<file path="src/design/warp_pkg.sv">
/*
 * Warp architecture package
 * Sizes of the warp scheduler and the vector types for per-warp state.
 */
`default_nettype none

package warp_pkg;

    localparam int NUM_WARPS   = 4;
    localparam int NUM_THREADS = 4;
    localparam int PC_BITS     = 32;
    localparam int INSTR_BYTES = 4;
    localparam int WID_BITS    = $clog2(NUM_WARPS);

    typedef logic [WID_BITS-1:0]    wid_t;
    typedef logic [NUM_THREADS-1:0] tmask_t;
    typedef logic [PC_BITS-1:0]     pc_t;
    typedef logic [NUM_WARPS-1:0]   warp_mask_t;

    // element i belongs to warp i, warp 0 in the low bits
    typedef tmask_t [NUM_WARPS-1:0] tmask_arr_t;
    typedef pc_t    [NUM_WARPS-1:0] pc_arr_t;

endpackage

`default_nettype wire

</file>
<file path="src/design/ctr_pkg.sv">
/*
 * Counter package
 * Widths of the statistics counters and the pending-instruction count.
 */
`default_nettype none

package ctr_pkg;

    localparam int CTR_BITS  = 32;
    localparam int PEND_BITS = 12;

    typedef logic [CTR_BITS-1:0]  ctr_t;
    typedef logic [PEND_BITS-1:0] pend_t;

endpackage

`default_nettype wire

</file>
<file path="src/design/sched_stream_if.sv">
/*
 * Schedule stream interface
 * Valid/ready channel that carries one scheduled warp: number, mask and PC.
 */
`default_nettype none

interface sched_stream_if;
    import warp_pkg::*;

    logic   valid;
    logic   ready;
    wid_t   wid;
    tmask_t tmask;
    pc_t    pc;

    modport source  (output valid, output wid, output tmask, output pc, input ready);
    modport sink    (input valid, input wid, input tmask, input pc, output ready);
    modport monitor (input valid, input ready, input wid, input tmask, input pc);

endinterface

`default_nettype wire

</file>
<file path="src/design/warp_table.sv">
/*
 * Warp state table
 * Holds active, stalled, thread mask and PC of every warp and applies the
 * unlock, TMC, branch, select and issue events each cycle in fixed order.
 */
`default_nettype none

module warp_table #(
    parameter warp_pkg::pc_t START_PC = 32'h8000_0000
) (
    input  wire                  clk,
    input  wire                  reset,

    input  wire                  unlock_valid,
    input  wire warp_pkg::wid_t  unlock_wid,

    input  wire                  tmc_valid,
    input  wire warp_pkg::wid_t  tmc_wid,
    input  wire warp_pkg::tmask_t tmc_tmask,

    input  wire                  branch_valid,
    input  wire warp_pkg::wid_t  branch_wid,
    input  wire                  branch_taken,
    input  wire warp_pkg::pc_t   branch_dest,

    sched_stream_if.monitor      sel,
    sched_stream_if.monitor      issued,

    output warp_pkg::warp_mask_t ready_warps,
    output warp_pkg::tmask_arr_t tmasks,
    output warp_pkg::pc_arr_t    pcs,
    output warp_pkg::warp_mask_t active_warps
);
    import warp_pkg::*;

    warp_mask_t active_q;
    warp_mask_t active_n;
    warp_mask_t stalled_q;
    warp_mask_t stalled_n;
    tmask_arr_t tmask_q;
    tmask_arr_t tmask_n;
    pc_arr_t    pc_q;
    pc_arr_t    pc_n;

    logic sel_fire;
    logic issue_fire;

    assign sel_fire   = sel.valid && sel.ready;
    assign issue_fire = issued.valid && issued.ready;

    // later events override earlier ones for the same warp
    always_comb begin
        active_n  = active_q;
        stalled_n = stalled_q;
        tmask_n   = tmask_q;
        pc_n      = pc_q;

        if (unlock_valid) begin
            stalled_n[unlock_wid] = 1'b0;
        end

        // zero mask parks the warp
        if (tmc_valid) begin
            tmask_n[tmc_wid]   = tmc_tmask;
            active_n[tmc_wid]  = (tmc_tmask != '0);
            stalled_n[tmc_wid] = 1'b0;
        end

        if (branch_valid) begin
            if (branch_taken) begin
                pc_n[branch_wid] = branch_dest;
            end
            stalled_n[branch_wid] = 1'b0;
        end

        // hold the warp until the core answers for it
        if (sel_fire) begin
            stalled_n[sel.wid] = 1'b1;
        end

        if (issue_fire) begin
            pc_n[issued.wid] = issued.pc + pc_t'(INSTR_BYTES);
        end
    end

    always_ff @(posedge clk) begin
        if (reset) begin
            // warp 0 starts single-threaded, everyone else idle
            active_q  <= warp_mask_t'(1);
            stalled_q <= '0;
            tmask_q   <= tmask_arr_t'(1);
            pc_q      <= pc_arr_t'(START_PC);
        end else begin
            active_q  <= active_n;
            stalled_q <= stalled_n;
            tmask_q   <= tmask_n;
            pc_q      <= pc_n;
        end
    end

    assign ready_warps  = active_q & ~stalled_q;
    assign tmasks       = tmask_q;
    assign pcs          = pc_q;
    assign active_warps = active_q;

endmodule

`default_nettype wire

</file>
<file path="src/design/warp_select.sv">
/*
 * Warp select
 * Picks the lowest-numbered ready warp and presents its mask and PC.
 */
`default_nettype none

module warp_select (
    input  wire warp_pkg::warp_mask_t ready_warps,
    input  wire warp_pkg::tmask_arr_t tmasks,
    input  wire warp_pkg::pc_arr_t    pcs,
    sched_stream_if.source            sel
);
    import warp_pkg::*;

    wid_t pick;

    // scan downward so the lowest set bit wins
    always_comb begin
        pick = '0;
        for (int i = NUM_WARPS - 1; i >= 0; i--) begin
            if (ready_warps[i]) begin
                pick = wid_t'(i);
            end
        end
    end

    assign sel.valid = |ready_warps;
    assign sel.wid   = pick;
    assign sel.tmask = tmasks[pick];
    assign sel.pc    = pcs[pick];

endmodule

`default_nettype wire

</file>
<file path="src/design/issue_buffer.sv">
/*
 * Issue buffer
 * Two-entry elastic FIFO with a registered output stage on the schedule
 * stream. Cuts the ready path back into selection.
 */
`default_nettype none

module issue_buffer (
    input  wire            clk,
    input  wire            reset,
    sched_stream_if.sink   in_stream,
    sched_stream_if.source out_stream
);
    import warp_pkg::*;

    // head entry drives the output directly
    logic   head_valid;
    wid_t   head_wid;
    tmask_t head_tmask;
    pc_t    head_pc;

    // second entry fills only under back-pressure
    logic   skid_valid;
    wid_t   skid_wid;
    tmask_t skid_tmask;
    pc_t    skid_pc;

    logic push;
    logic pop;

    assign in_stream.ready = !(head_valid && skid_valid);
    assign push = in_stream.valid && in_stream.ready;
    assign pop  = head_valid && out_stream.ready;

    always_ff @(posedge clk) begin
        if (reset) begin
            head_valid <= 1'b0;
            skid_valid <= 1'b0;
        end else if (pop || !head_valid) begin
            if (skid_valid) begin
                head_valid <= 1'b1;
                skid_valid <= 1'b0;
            end else begin
                head_valid <= push;
            end
        end else if (push) begin
            skid_valid <= 1'b1;
        end
    end

    // payload follows the same moves without reset
    always_ff @(posedge clk) begin
        if (pop || !head_valid) begin
            if (skid_valid) begin
                head_wid   <= skid_wid;
                head_tmask <= skid_tmask;
                head_pc    <= skid_pc;
            end else begin
                head_wid   <= in_stream.wid;
                head_tmask <= in_stream.tmask;
                head_pc    <= in_stream.pc;
            end
        end else if (push) begin
            skid_wid   <= in_stream.wid;
            skid_tmask <= in_stream.tmask;
            skid_pc    <= in_stream.pc;
        end
    end

    assign out_stream.valid = head_valid;
    assign out_stream.wid   = head_wid;
    assign out_stream.tmask = head_tmask;
    assign out_stream.pc    = head_pc;

endmodule

`default_nettype wire

</file>
<file path="src/design/sched_counters.sv">
/*
 * Scheduler counters
 * Tracks pending instructions, retired instructions and busy cycles, and
 * registers the busy flag.
 */
`default_nettype none

module sched_counters (
    input  wire                       clk,
    input  wire                       reset,
    sched_stream_if.monitor           issued,
    input  wire                       commit_valid,
    input  wire warp_pkg::warp_mask_t active_warps,
    output ctr_pkg::ctr_t             cycles,
    output ctr_pkg::ctr_t             instret,
    output logic                      busy
);
    import ctr_pkg::*;

    pend_t pending;
    logic  issue_fire;

    assign issue_fire = issued.valid && issued.ready;

    // issue and commit in the same cycle cancel out
    always_ff @(posedge clk) begin
        if (reset) begin
            pending <= '0;
        end else if (issue_fire && !commit_valid) begin
            pending <= pending + pend_t'(1);
        end else if (!issue_fire && commit_valid) begin
            pending <= pending - pend_t'(1);
        end
    end

    always_ff @(posedge clk) begin
        if (reset) begin
            instret <= '0;
            cycles  <= '0;
            busy    <= 1'b0;
        end else begin
            if (commit_valid) begin
                instret <= instret + ctr_t'(1);
            end
            if (busy) begin
                cycles <= cycles + ctr_t'(1);
            end
            busy <= (active_warps != '0) || (pending != '0);
        end
    end

endmodule

`default_nettype wire

</file>
<file path="src/design/warp_sched.sv">
/*
 * Warp scheduler top level
 * Four-warp SIMT scheduler: warp table, priority select, two-entry issue
 * buffer toward fetch, and the cycle, retire and busy counters.
 */
`default_nettype none

module warp_sched #(
    parameter warp_pkg::pc_t START_PC = 32'h8000_0000
) (
    input  wire                       clk,
    input  wire                       reset,

    input  wire                       unlock_valid,
    input  wire warp_pkg::wid_t       unlock_wid,
    input  wire                       tmc_valid,
    input  wire warp_pkg::wid_t       tmc_wid,
    input  wire warp_pkg::tmask_t     tmc_tmask,
    input  wire                       branch_valid,
    input  wire warp_pkg::wid_t       branch_wid,
    input  wire                       branch_taken,
    input  wire warp_pkg::pc_t        branch_dest,
    input  wire                       commit_valid,

    // fetch side
    output logic                      out_valid,
    input  wire                       out_ready,
    output warp_pkg::wid_t            out_wid,
    output warp_pkg::tmask_t          out_tmask,
    output warp_pkg::pc_t             out_pc,

    output warp_pkg::warp_mask_t      active_warps,
    output ctr_pkg::ctr_t             cycles,
    output ctr_pkg::ctr_t             instret,
    output logic                      busy
);
    warp_pkg::warp_mask_t ready_warps;
    warp_pkg::tmask_arr_t tmasks;
    warp_pkg::pc_arr_t    pcs;

    sched_stream_if sel_stream ();
    sched_stream_if out_stream ();

    warp_table #(
        .START_PC (START_PC)
    ) table_i (
        .clk          (clk),
        .reset        (reset),
        .unlock_valid (unlock_valid),
        .unlock_wid   (unlock_wid),
        .tmc_valid    (tmc_valid),
        .tmc_wid      (tmc_wid),
        .tmc_tmask    (tmc_tmask),
        .branch_valid (branch_valid),
        .branch_wid   (branch_wid),
        .branch_taken (branch_taken),
        .branch_dest  (branch_dest),
        .sel          (sel_stream),
        .issued       (out_stream),
        .ready_warps  (ready_warps),
        .tmasks       (tmasks),
        .pcs          (pcs),
        .active_warps (active_warps)
    );

    warp_select select_i (
        .ready_warps (ready_warps),
        .tmasks      (tmasks),
        .pcs         (pcs),
        .sel         (sel_stream)
    );

    issue_buffer buffer_i (
        .clk        (clk),
        .reset      (reset),
        .in_stream  (sel_stream),
        .out_stream (out_stream)
    );

    sched_counters counters_i (
        .clk          (clk),
        .reset        (reset),
        .issued       (out_stream),
        .commit_valid (commit_valid),
        .active_warps (active_warps),
        .cycles       (cycles),
        .instret      (instret),
        .busy         (busy)
    );

    assign out_valid        = out_stream.valid;
    assign out_stream.ready = out_ready;
    assign out_wid          = out_stream.wid;
    assign out_tmask        = out_stream.tmask;
    assign out_pc           = out_stream.pc;

endmodule

`default_nettype wire

</file>
<file path="config.mk">
export PLATFORM = sky130hd
export DESIGN_NAME = warp_sched
export DESIGN_NICKNAME = d
export VERILOG_FILES = /design/src/design/warp_pkg.sv /design/src/design/ctr_pkg.sv /design/src/design/sched_stream_if.sv /design/src/design/warp_table.sv /design/src/design/warp_select.sv /design/src/design/issue_buffer.sv /design/src/design/sched_counters.sv /design/src/design/warp_sched.sv
export SDC_FILE = /design/constraint.sdc
export NUM_CORES = 1
export LEC_CHECK = 0
export ABC_AREA = 1
export BUFFER_PORTS_ARGS = -buffer_cell sky130_fd_sc_hd__clkbuf_2
export CAP_MARGIN = 20
export CELL_PAD_IN_SITES_DETAIL_PLACEMENT = 0
export CELL_PAD_IN_SITES_GLOBAL_PLACEMENT = 1
export CORE_MARGIN = 3
export CORE_UTILIZATION = 39
export DETAILED_ROUTE_END_ITERATION = 7
export GPL_ROUTABILITY_DRIVEN = 0
export HOLD_SLACK_MARGIN = 0.1
export PLACE_DENSITY = 0.77
export SYNTH_ARGS = -nofsm -noshare
export SYNTH_HDL_FRONTEND = slang
export SYNTH_HIERARCHICAL = 1
export SYNTH_SLANG_ARGS = --single-unit
</file>
<file path="constraint.sdc">
create_clock -name clk -period 3.6 [get_ports clk]
set_input_delay 0.72 -clock clk [delete_from_list [all_inputs] [get_ports clk]]
set_output_delay 0.72 -clock clk [all_outputs]
set_load 0.05 [all_outputs]
</file>
==> out/qor.csv, run 1 <==
stage,metric,value,unit
clock_tree,clock_latency,0.56,ns
yosys,syn_inst,2736,
drt,firstDrtPassIters,5,
placement,place_hpwl,37910,um
pwr,power,10.19,mW
clock_tree,cts_tree,yes,
timing,tightest_slew,1.002,ns
timing,max_freq,413.2,MHz
placement,place_ws,0.8201,ns
timing,setup_tns,0,ns
clock_tree,ctsHoldBuffers,0,
timing,fin_crit,2.420,ns
min_path,hold_depth,2,
floorplan,ios,158,
finish,antennaDiodeCount,0,
finish,fin_util,44.91,%
drt,vias,17694,
yosys,syn_nets,2801,
clock_tree,ctsRootBufferMaster,clkbuf_16,
yosys,synth_area_leaders,"dfxtp_1 (26%), nand2_1 (18%), edfxtp_1 (13%), nand3_1 (10%), inv_1 (9.6%)",
timing,maxSlewViolCount,0,
worst_setup_path,path_max_fanout,38,
run_status,status,"finished, final reports clean",
yosys,synth_ff_type,dfxtp_1,
worst_setup_path,cp-end-kind,register,
global_route,grtUsageTotal,24.74,%
clock_tree,cts.repair.resized,0,
placement,portBuffers,157,
worst_setup_path,crit_type,reg2reg,
global_route,grt_max_degree,74,
yosys,synth_edf_count,76,
clock_tree,cts_num_sinks,307,
pwr,p_leak,9.628,nW
placement,postPlaceCellArea,18860,sq um
worst_setup_path,cp-start-kind,register,
drt,wirelength,59920,um
floorplan,initial_core_util,39.77,%
worst_setup_path,worst_ep_arrival_time,2.58,ns
global_route,grt_pass1_vias,16313,
worst_setup_path,worst_r2r_path_depth,7,
worst_setup_path,required,3.76,ns
timing,slew_headroom,33.16,%
yosys,async_flop_share,0,%
yosys,ys_seq_elements,307,
floorplan,die_h,219.1,um
floorplan,core_area,44510,sq um
clock_tree,cts_made_buffers,38,
min_path,hold_path.class,reg2reg,
pwr,vdd_drop_max,0.0003173,V
floorplan,num_rows,77,
finish,nets,2912,
global_route,gr-total-overflow,0,
clock_tree,post_cts_buffers,0,
clock_tree,cts-htree-levels,2,
floorplan,dieArea,47980,sq um
yosys,syn_area,17700,sq um
timing,layout_setup_ws,1.180,ns
worst_setup_path,worstPathCellList,inv_1 > nor2_1 > inv_2 > nand3_1 > nand2_1 > nor2_4 > buf_4,
worst_setup_path,r2r_slack,1.18,ns
timing,hold_viol,0,
timing,post-route-period-util,67.23,%
drt,ant_nets,0,
clock_tree,cts.path.max_buffers,3,
timing,fin_worst_skew,0.03452,ns
floorplan,die_w,219.1,um
yosys,yosysUniqueCellTypes,45,
drt,detail_route.iter0.violations,1464,
worst_setup_path,cp_top_family,buffers and inverters,
yosys,synth_top_area_share,26.12,%
pwr,power_density,510.0,nW/um^2
yosys,ys_seq_area_share,39.02,%
placement,placedCellCount,3399,
finish,final_common_cell,nand2_1,
worst_setup_path,slowest_stage,buf_4,
yosys,yosys.area.top_type,dfxtp_1,
finish,final_cell_mix,"nand2_1 (854), inv_1 (450), nand3_1 (357)",
drt,wl_per_cell,17.28,um
drt,vias_per_cell,5.104,
worst_setup_path,cp.depth,7,
global_route,grt_pass1_wl,93390,um
finish,post-route-cell-area,19990,sq um
finish,syn_to_final_growth,12.91,%
finish,finalNonFillerCells,3467,
timing,finalSetupViolations,0,
global_route,antenna_found_initial,0,
yosys,syn_avg_cell_area,6.470,sq um
drt,drc,0,
timing,rsz0062_at_grt,no,
yosys,synth_warnings,6,
clock_tree,cts.clk_slew.worst_paths,0.05,ns
flow_run,maxCapViolCount,0,
worst_setup_path,path_buf_inv,3,
finish,layout-drive-gt1-share,9.809,%
worst_setup_path,critical-path-max-stage-delay,0.58,ns
timing,worst_hold_slack,0.4732,ns
==> kinds of logic after synthesis <==
family / count (synthesis) / share of synthesized area [%]
flip-flops: 307 / 39.02
buffers and inverters: 596 / 13.59
AND/OR/NAND/NOR: 1525 / 36.66
AO/OA/AOI/OAI: 264 / 8.199
adder cells (fa/ha/maj): 15 / 1.103
XOR/XNOR: 29 / 1.435
==> power by group <==
group / switching (mW) / internal (mW)
Clock: 1.53 / 2.06
Sequential: 0.297 / 3.91
Combinational: 1.72 / 0.679
==> synth_stat cells, types with 3 or more instances <==
cell type  instances
a21oi_1          112
a31oi_1            4
buf_2             52
buf_4              9
buf_6              9
clkbuf_1          41
clkinv_1          21
dfxtp_1          231
edfxtp_1          76
ha_1              14
inv_1            451
inv_2             10
nand2_1          856
nand3_1          358
nand3b_1           6
nand4_1           24
nor2_1           229
nor2_2            11
nor2_4             3
nor3_1            13
nor3_4             5
nor3b_1            3
nor4_1             4
o211ai_1          24
o211ai_2           5
o21ai_0          106
o21ai_1            3
o21bai_1           5
xnor2_1           12
xor2_1            17
==> final timing paths <==
check                                                        to                                 start
worst min register to register  table_i/tmasks[15]$_SDFFE_PP0P_       table_i/tmasks[15]$_SDFFE_PP0P_
worst min-delay path            table_i/tmasks[15]$_SDFFE_PP0P_       table_i/tmasks[15]$_SDFFE_PP0P_
worst max register to register   buffer_i/skid_pc[13]$_DFFE_PP_  table_i/active_warps[0]$_SDFFE_PP1P_
worst max-delay path             buffer_i/skid_pc[13]$_DFFE_PP_  table_i/active_warps[0]$_SDFFE_PP1P_
==> state kept, by name, summed over array words and instances (netlist names) <==
register and count:
buffer_i/out_stream.pc 32, counters_i/pending 12, buffer_i/skid_tmask 4, table_i/stalled_q 4
buffer_i/out_stream.valid 1, buffer_i/out_stream.wid 2, counters_i/busy 1, counters_i/cycles 32
buffer_i/skid_pc 32, table_i/tmasks 16, buffer_i/skid_wid 2, buffer_i/out_stream.tmask 4
counters_i/instret 32, table_i/pcs 128, table_i/active_warps 4, buffer_i/skid_valid 1
==> cell type report <==
cell class	instances	area, sq um
fill	4721	24520
multi-input combinational	1833	8407
sequential	307	6908
inverter	483	1818
clock buffer	65	1092
timing repair buffer	184	988.4
tap	592	740.7
clock inverter	3	33.78
==> worst min-delay path: cells and delay by family (launching register included) <==
kind             cells  cell delay [ns]
flip-flops           1             0.31
AO/OA/AOI/OAI        1             0.05
AND/OR/NAND/NOR      1             0.06
==> per-layer routing <==
metal | up-vias | wire, um | part of all wire (%) | track usage, %
met5 | - | 0 | 0 | 0
met4 | 0 | 1587 | 2.6 | 7.712
met1 | 8216 | 27440 | 46 | 34.82
met2 | 601 | 26630 | 44 | 39.40
met3 | 110 | 4271 | 7.1 | 3.365
li1 | 8767 | - | - | -
No activity file was read; power rests on OpenSTA's default activity.
==> run 2: changes to the inputs <==
--- a/config.mk
+++ b/config.mk
@@ -11,11 +11,11 @@
 export CELL_PAD_IN_SITES_DETAIL_PLACEMENT = 0
 export CELL_PAD_IN_SITES_GLOBAL_PLACEMENT = 1
 export CORE_MARGIN = 3
-export CORE_UTILIZATION = 39
+export CORE_UTILIZATION = 43
 export DETAILED_ROUTE_END_ITERATION = 7
 export GPL_ROUTABILITY_DRIVEN = 0
 export HOLD_SLACK_MARGIN = 0.1
-export PLACE_DENSITY = 0.77
+export PLACE_DENSITY = 0.81
 export SYNTH_ARGS = -nofsm -noshare
 export SYNTH_HDL_FRONTEND = slang
 export SYNTH_HIERARCHICAL = 1
==> constraint.sdc (replaced) <==
create_clock -name clk -period 2.5 [get_ports clk]
set_input_delay 0.5 -clock clk [delete_from_list [all_inputs] [get_ports clk]]
set_output_delay 0.5 -clock clk [all_outputs]
set_load 0.05 [all_outputs]
==> out/qor.csv, run 2 (same netlist as run 1, synthesis figures left out) <==
stage,metric,value,unit,change
worst_setup_path,critical-path-max-stage-delay,0.36,ns,-0.22 ns
min_path,hp-start,tmc_tmask[3],,
placement,place_ws,0.06153,ns,-0.7585 ns
drt,topRoutingLayerUsed,met4,,
global_route,grt_pass1_vias,16622,,+1.9%
timing,setup_tns,0,ns,unchanged
clock_tree,post_cts_buffers,0,,unchanged
timing,slew_headroom,42.30,%,+9.1 points
flow_run,maxCapViolCount,0,,unchanged
clock_tree,cts.clk_slew.worst_paths,0.06,ns,about the same
placement,place_hpwl,38950,um,+2.7%
clock_tree,cts_num_sinks,307,,unchanged
global_route,grt_max_degree,74,,unchanged
timing,hold_viol,0,,unchanged
timing,tightest_slew,0.8642,ns,-0.1374 ns
worst_setup_path,r2r_slack,0.37,ns,-0.81 ns
floorplan,die_w,208.9,um,-4.6%
worst_setup_path,rr_startpoint,buffer_i/out_stream.valid$_SDFFE_PP0P_,,
worst_setup_path,crit_type,reg2reg,,
min_path,holdPathEnd,table_i/tmasks[15]$_SDFFE_PP0P_,,
clock_tree,cts_made_buffers,37,,-2.6%
worst_setup_path,cp-start-kind,register,,
global_route,gr-total-overflow,0,,unchanged
placement,placedCellCount,3364,,-1.0%
run_status,status,"finished, final reports clean",,
drt,wl_met2,25830,um,-3.0%
worst_setup_path,worst_ep_arrival_time,2.57,ns,about the same
timing,rsz0062_at_grt,no,,
clock_tree,ctsHoldBuffers,0,,unchanged
timing,fin_crit,2.133,ns,-0.2869 ns
floorplan,die_h,208.9,um,-4.6%
timing,fin_worst_skew,0.01959,ns,-0.01493 ns
pwr,p_leak,9.846,nW,+2.3%
drt,ant_nets,0,,unchanged
worst_setup_path,required,2.94,ns,-0.82 ns
floorplan,num_rows,73,,-5.2%
worst_setup_path,cp_top_family,simple AND/OR/NAND/NOR gates,,
global_route,grtUsageTotal,25.98,%,+1.2 points
floorplan,initial_core_util,44.05,%,+4.3 points
drt,vias,17688,,-0.034%
clock_tree,cts.path.max_buffers,3,,unchanged
worst_setup_path,path_max_fanout,8,,-79%
timing,layout_setup_ws,0.3666,ns,-0.8131 ns
drt,vias_per_cell,5.154,,+0.99%
min_path,hold_path.class,in2reg,,
timing,finalSetupViolations,0,,unchanged
pwr,power_density,739.9,nW/um^2,+45%
finish,fin_util,50.40,%,+5.5 points
min_path,hold_depth,3,,+1
worst_setup_path,cp-end-kind,register,,
finish,final_common_cell,nand2_1,,
global_route,grt_pass1_wl,91510,um,-2.0%
finish,layout-drive-gt1-share,11.04,%,+1.2 points
drt,wl_per_cell,16.88,um,-2.3%
drt,firstDrtPassIters,5,,unchanged
pwr,vdd_drop_max,0.0005149,V,+62%
global_route,antenna_found_initial,0,,unchanged
worst_setup_path,reg2reg_to,counters_i/pending[9]$_SDFFE_PP0P_,,
floorplan,core_area,40190,sq um,-9.7%
finish,nets,2943,,+1.1%
worst_setup_path,path_buf_inv,4,,+1
finish,final_cell_mix,"nand2_1 (854), inv_1 (450), nand3_1 (357)",,
floorplan,ios,158,,unchanged
clock_tree,clock_latency,0.55,ns,about the same
drt,detail_route.iter0.violations,1567,,+7.0%
worst_setup_path,worstPathCellList,nand2_1 > inv_1 > ha_1 > inv_1 > buf_4 > ha_1 > nand2_1 > nor2_1 > nand3_1 > nand4_1 > nand3_1 > nand2_1 > inv_1,,
timing,maxSlewViolCount,0,,unchanged
timing,max_freq,468.7,MHz,+13%
drt,wl_met1,25950,um,-5.4%
floorplan,dieArea,43640,sq um,-9.1%
clock_tree,cts_tree,yes,,
clock_tree,cts.repair.resized,0,,unchanged
placement,portBuffers,157,,unchanged
finish,largest_register_ffs,128,,unchanged
worst_setup_path,worst_r2r_path_depth,13,,+6
drt,wirelength,57930,um,-3.3%
drt,dr_wl_met3,4846,um,+13%
drt,drc,0,,unchanged
clock_tree,cts-htree-levels,2,,unchanged
timing,post-route-period-util,85.34,%,+18 points
clock_tree,ctsRootBufferMaster,clkbuf_16,,
worst_setup_path,slowest_stage,ha_1,,
finish,finalNonFillerCells,3432,,-1.0%
finish,syn_to_final_growth,14.43,%,
finish,antennaDiodeCount,0,,unchanged
==> run 2: cell types whose count changed in the layout (fill, tap and decap cells not counted), sizes merged <==
cell / previous run / this run
buf: 27 / 59
clkbuf: 222 / 209
bufinv: 0 / 3
clkinv: 22 / 32
==> run 2: worst min-delay path, stage by stage <==
cell and delay [ns]:
clkbuf_2 0.13, nand2_1 0.08, a21oi_1 0.05
==> run 2: how the worst max path moves through the flow <==
stage / cells after the start / endpoint / slack (ns) / from
after detailed placement: 14 / counters_i/pending[9]$_SDFFE_PP0P_ / 0.06 / out_ready
after global routing: 13 / counters_i/pending[9]$_SDFFE_PP0P_ / 0.13 / buffer_i/out_stream.valid$_SDFFE_PP0P_
after global placement: 15 / counters_i/pending[9]$_SDFFE_PP0P_ / 0.09 / out_ready
final: 13 / counters_i/pending[9]$_SDFFE_PP0P_ / 0.37 / buffer_i/out_stream.valid$_SDFFE_PP0P_
after CTS: 13 / counters_i/pending[9]$_SDFFE_PP0P_ / 0.35 / buffer_i/out_stream.valid$_SDFFE_PP0P_
after floorplan: 8 / buffer_i/skid_pc[0]$_DFFE_PP_ / 0.03 / table_i/active_warps[0]$_SDFFE_PP1P_
==> run 2: final cells by class <==
cell class	count	area (sq um)
Clock buffer	52	1045
Inverter	483	1818
Timing Repair Buffer	216	1266
Sequential cell	307	6908
Multi-Input combinational cell	1833	8407
Fill cell	4183	19930
Clock inverter	16	156.4
Tap cell	525	656.9
==> run 2: metal layers <==
metal,GRT usage (%),up-vias
met5,0,-
met4,7.413,0
met3,4.264,96
met2,41.21,680
met1,36.69,8088
li1,-,8824
==> run 2: through the flow <==
step                power, mW  hold slack (ns)  instance area [sq um]
floorplan               8.594           0.4453                  17710
global placement        9.588           0.4602                  19060
detailed placement      9.633           0.4590                  19060
CTS                     15.11           0.2326                  20260
global route            15.78           0.2967                  20260
finish                  14.99           0.2657                  20260
==> run 2: where the power goes <==
group          internal (mW)  leakage, nW  switching, mW
registers               5.63         2.65          0.412
logic                   1.04         6.60           2.49
clock network           3.23        0.591           2.19
==> run 3: changes to the inputs <==
--- a/config.mk
+++ b/config.mk
@@ -5,18 +5,16 @@
 export SDC_FILE = /design/constraint.sdc
 export NUM_CORES = 1
 export LEC_CHECK = 0
-export ABC_AREA = 1
 export BUFFER_PORTS_ARGS = -buffer_cell sky130_fd_sc_hd__clkbuf_2
 export CAP_MARGIN = 20
-export CELL_PAD_IN_SITES_DETAIL_PLACEMENT = 0
-export CELL_PAD_IN_SITES_GLOBAL_PLACEMENT = 1
 export CORE_MARGIN = 3
-export CORE_UTILIZATION = 43
+export CORE_UTILIZATION = 45
 export DETAILED_ROUTE_END_ITERATION = 7
 export GPL_ROUTABILITY_DRIVEN = 0
 export HOLD_SLACK_MARGIN = 0.1
-export PLACE_DENSITY = 0.81
+export PLACE_DENSITY = 0.64
 export SYNTH_ARGS = -nofsm -noshare
 export SYNTH_HDL_FRONTEND = slang
 export SYNTH_HIERARCHICAL = 1
 export SYNTH_SLANG_ARGS = --single-unit
+export TNS_END_PERCENT = 10
==> out/qor.csv, run 3 <==
stage,metric,value,unit,change
worst_setup_path,required,2.89,ns,-0.05 ns
yosys,synth_compound_area_share,10.97,%,+2.8 points
placement,portBuffers,157,,unchanged
pwr,p_leak,7.135,nW,-28%
yosys,synth_top_area_share,30.73,%,+4.6 points
timing,finalSetupViolations,0,,unchanged
timing,hold_viol,0,,unchanged
yosys,synth_warnings,6,,unchanged
global_route,grtUsageTotal,21.49,%,-4.5 points
drt,wl_per_cell,18.94,um,+12%
yosys,synth_ff_type,dfxtp_1,,
worst_setup_path,crit_type,reg2reg,,
timing,worst_hold_slack,0.2926,ns,+0.02692 ns
timing,tightest_slew,0.7725,ns,-0.09170 ns
yosys,yosysUniqueCellTypes,67,,+49%
timing,fin_worst_skew,0.01635,ns,-0.003246 ns
pwr,p_seq_share,41.8,%,+1.5 points
worst_setup_path,worst_ep_arrival_time,2.73,ns,+0.16 ns
yosys,async_flop_share,0,%,unchanged
timing,slew_headroom,48.31,%,+6.0 points
floorplan,core_area,32780,sq um,-18%
yosys,synthMuxAreaShare,18.34,%,+18 points
finish,layout-drive-gt1-share,28.14,%,+17 points
yosys,syn_area,15050,sq um,-15%
yosys,yosys.area.top_type,dfxtp_1,,
global_route,gr-total-overflow,0,,unchanged
floorplan,ios,158,,unchanged
global_route,grt_max_degree,77,,+4.1%
finish,fin_util,54.70,%,+4.3 points
yosys,syn_inst,1423,,-48%
worst_setup_path,cp-end-kind,register,,
yosys,synth_top_family_by_area,multiplexers,,
pwr,p_sw,4.147,mW,-18%
global_route,grt_pass1_vias,11423,,-31%
drt,vias,11800,,-33%
pwr,power_density,778.6,nW/um^2,+5.2%
yosys,yosysMostFrequentCell,dfxtp_1,,
yosys,synth_fa_ha_area_share,1.297,%,+0.19 points
timing,post-route-period-util,93.65,%,+8.3 points
drt,drc,0,,unchanged
flow_run,maxCapViolCount,0,,unchanged
worst_setup_path,cp-start-kind,register,,
clock_tree,cts.clk_slew.worst_paths,0.06,ns,about the same
drt,firstDrtPassIters,5,,unchanged
timing,fin_crit,2.341,ns,+0.2079 ns
yosys,syn_avg_cell_area,10.57,sq um,+63%
clock_tree,cts_num_sinks,307,,unchanged
clock_tree,cts_tree,yes,,
drt,detail_route.iter0.violations,810,,-48%
pwr,vdd_drop_max,0.0005413,V,+5.1%
pwr,switching_share,29.70,%,-4.2 points
global_route,grt_pass1_wl,62270,um,-32%
run_status,status,"finished, final reports clean",,
yosys,synth_edf_count,76,,unchanged
clock_tree,clock_latency,0.51,ns,-0.04 ns
finish,final_common_cell,dfxtp_1,,
clock_tree,cts.path.max_buffers,3,,unchanged
finish,largest_register_ffs,128,,unchanged
pwr,clockPowerShare,35.2,%,-1.0 points
clock_tree,ctsHoldBuffers,0,,unchanged
finish,final_cell_mix,"dfxtp_1 (225), nor2_1 (186), clkbuf_2 (156)",,
drt,vias_per_cell,5.689,,+10%
yosys,syn_nets,1488,,-47%
floorplan,die_w,188.9,um,-9.6%
yosys,yosys.area_share.simple,14.57,%,-22 points
drt,ant_nets,0,,unchanged
finish,nets,1670,,-43%
floorplan,dieArea,35670,sq um,-18%
yosys,ys_seq_elements,307,,unchanged
timing,max_freq,427.1,MHz,-8.9%
clock_tree,cts-htree-levels,2,,unchanged
drt,wirelength,39280,um,-32%
placement,place_hpwl,25560,um,-34%
floorplan,initial_core_util,45.90,%,+1.8 points
pwr,internal_power,9.816,mW,-0.86%
min_path,hold_path.class,in2reg,,
worst_setup_path,path_max_fanout,9,,+1
global_route,antenna_found_initial,1,,+1
floorplan,die_h,188.9,um,-9.6%
yosys,ys_seq_area_share,45.90,%,+6.9 points
timing,maxSlewViolCount,0,,unchanged
yosys,synth_area_leaders,"dfxtp_1 (31%), edfxtp_1 (15%), a211oi_1 (5.8%), nor2_1 (4.7%), mux2i_1 (4.6%)",,
clock_tree,ctsRootBufferMaster,clkbuf_16,,
finish,syn_to_final_growth,19.18,%,
yosys,synth-xor-area-share,5.064,%,+3.6 points
clock_tree,cts_made_buffers,36,,-2.7%
timing,rsz0062_at_grt,no,,
yosys,ys_top_cells_by_count,"dfxtp_1 (231), nor2_1 (188), a211oi_1 (117)",,
pwr,p_comb_share,23.0,%,-0.5 points
floorplan,num_rows,66,,-9.6%
-- run 3: cell count changes in the layout (fill, tap and decap cells not counted), moves of 37 or more --
cell,previous run,this run
nand2_1,854,55
inv_1,450,22
nand3_1,357,28
a211oi_1,1,115
mux2i_1,0,69
o21ai_0,106,38
mux2_2,0,60
a21oi_1,112,58
xnor2_1,12,57
nor2_1,228,186
mux2_4,0,37
-- run 3: logic make-up after synthesis --
group                      after synthesis
adders and majority gates               15
DFF                                    307
xor gates and xnor gates                87
and+or+nand+nor                        439
buffers and inverters                  121
AOI/OAI and AO/OA                      252
muxes                                  202
-- run 3: area by class of cell --
type	instances	area, sq um
multi-input combinational	995	7664
antenna	1	2.502
inverter	23	88.84
clock inverter	13	65.06
sequential	307	6917
timing repair buffer	242	1605
clock buffer	51	1039
tap	442	553.0
fill	2924	14850
-- run 3: path summary, 6_finish.rpt --
path | start | end | slack, ns | cells after the start
worst max-delay path | buffer_i/out_stream.valid$_SDFFE_PP0P_ | counters_i/pending[11]$_SDFFE_PP0P_ | 0.16 | 9
worst min-delay path | tmc_tmask[3] | table_i/tmasks[15]$_SDFFE_PP0P_ | 0.29 | 3
worst max register to register | buffer_i/out_stream.valid$_SDFFE_PP0P_ | counters_i/pending[11]$_SDFFE_PP0P_ | 0.16 | 9
worst min register to register | table_i/tmasks[13]$_SDFFE_PP0P_ | table_i/tmasks[13]$_SDFFE_PP0P_ | 0.45 | 2
-- run 3: per-stage QoR --
stage	setup slack, ns	setup TNS (ns)	power [mW]	area, sq um	cells
after floorplan	-0.01818	-0.01818	8.103	15140	1423
after CTS	0.1470	0	14.07	17930	2073
after global routing	0.03249	0	14.60	17930	2074
after global placement	-0.08532	-0.09914	9.057	16780	2006
final	0.1586	0	13.96	17930	2074
after detailed placement	-0.09713	-0.4604	9.127	16780	2006
-- run 3: critical path, cell delays in order, from the launching register on --
cell and delay, ns:
dfxtp_4 0.33, and2_1 0.17, ha_4 0.17, inv_4 0.11, ha_4 0.22, a211oi_4 0.27
o31ai_4 0.11, o221a_2 0.30, a211oi_2 0.19, mux2_2 0.35
-- run 3: per-layer routing --
layer / global-route usage (%) / vias to the layer above / share of wire [%]
li1: - / 5628 / -
met1: 29.71 / 5746 / 44
met2: 34.44 / 363 / 46
met3: 4.351 / 63 / 6.8
met4: 6.101 / 0 / 2.4
met5: 0 / - / 0
-- run 3: repair_timing --
item | 4_1_cts | 5_1_grt
buffers inserted | 3 | 0
gates resized for setup | 0 | 0
endpoints found under the setup margin | 10 | 0
-- run 3: power by group through the flow --
stage	logic, mW	registers [mW]	clock network (mW)
after floorplan	1.80	6.31	0
after global placement	3.12	5.94	0
after detailed placement	3.19	5.94	0
after CTS	3.21	5.84	5.01
after global routing	3.48	5.89	5.23
final	3.21	5.84	4.91
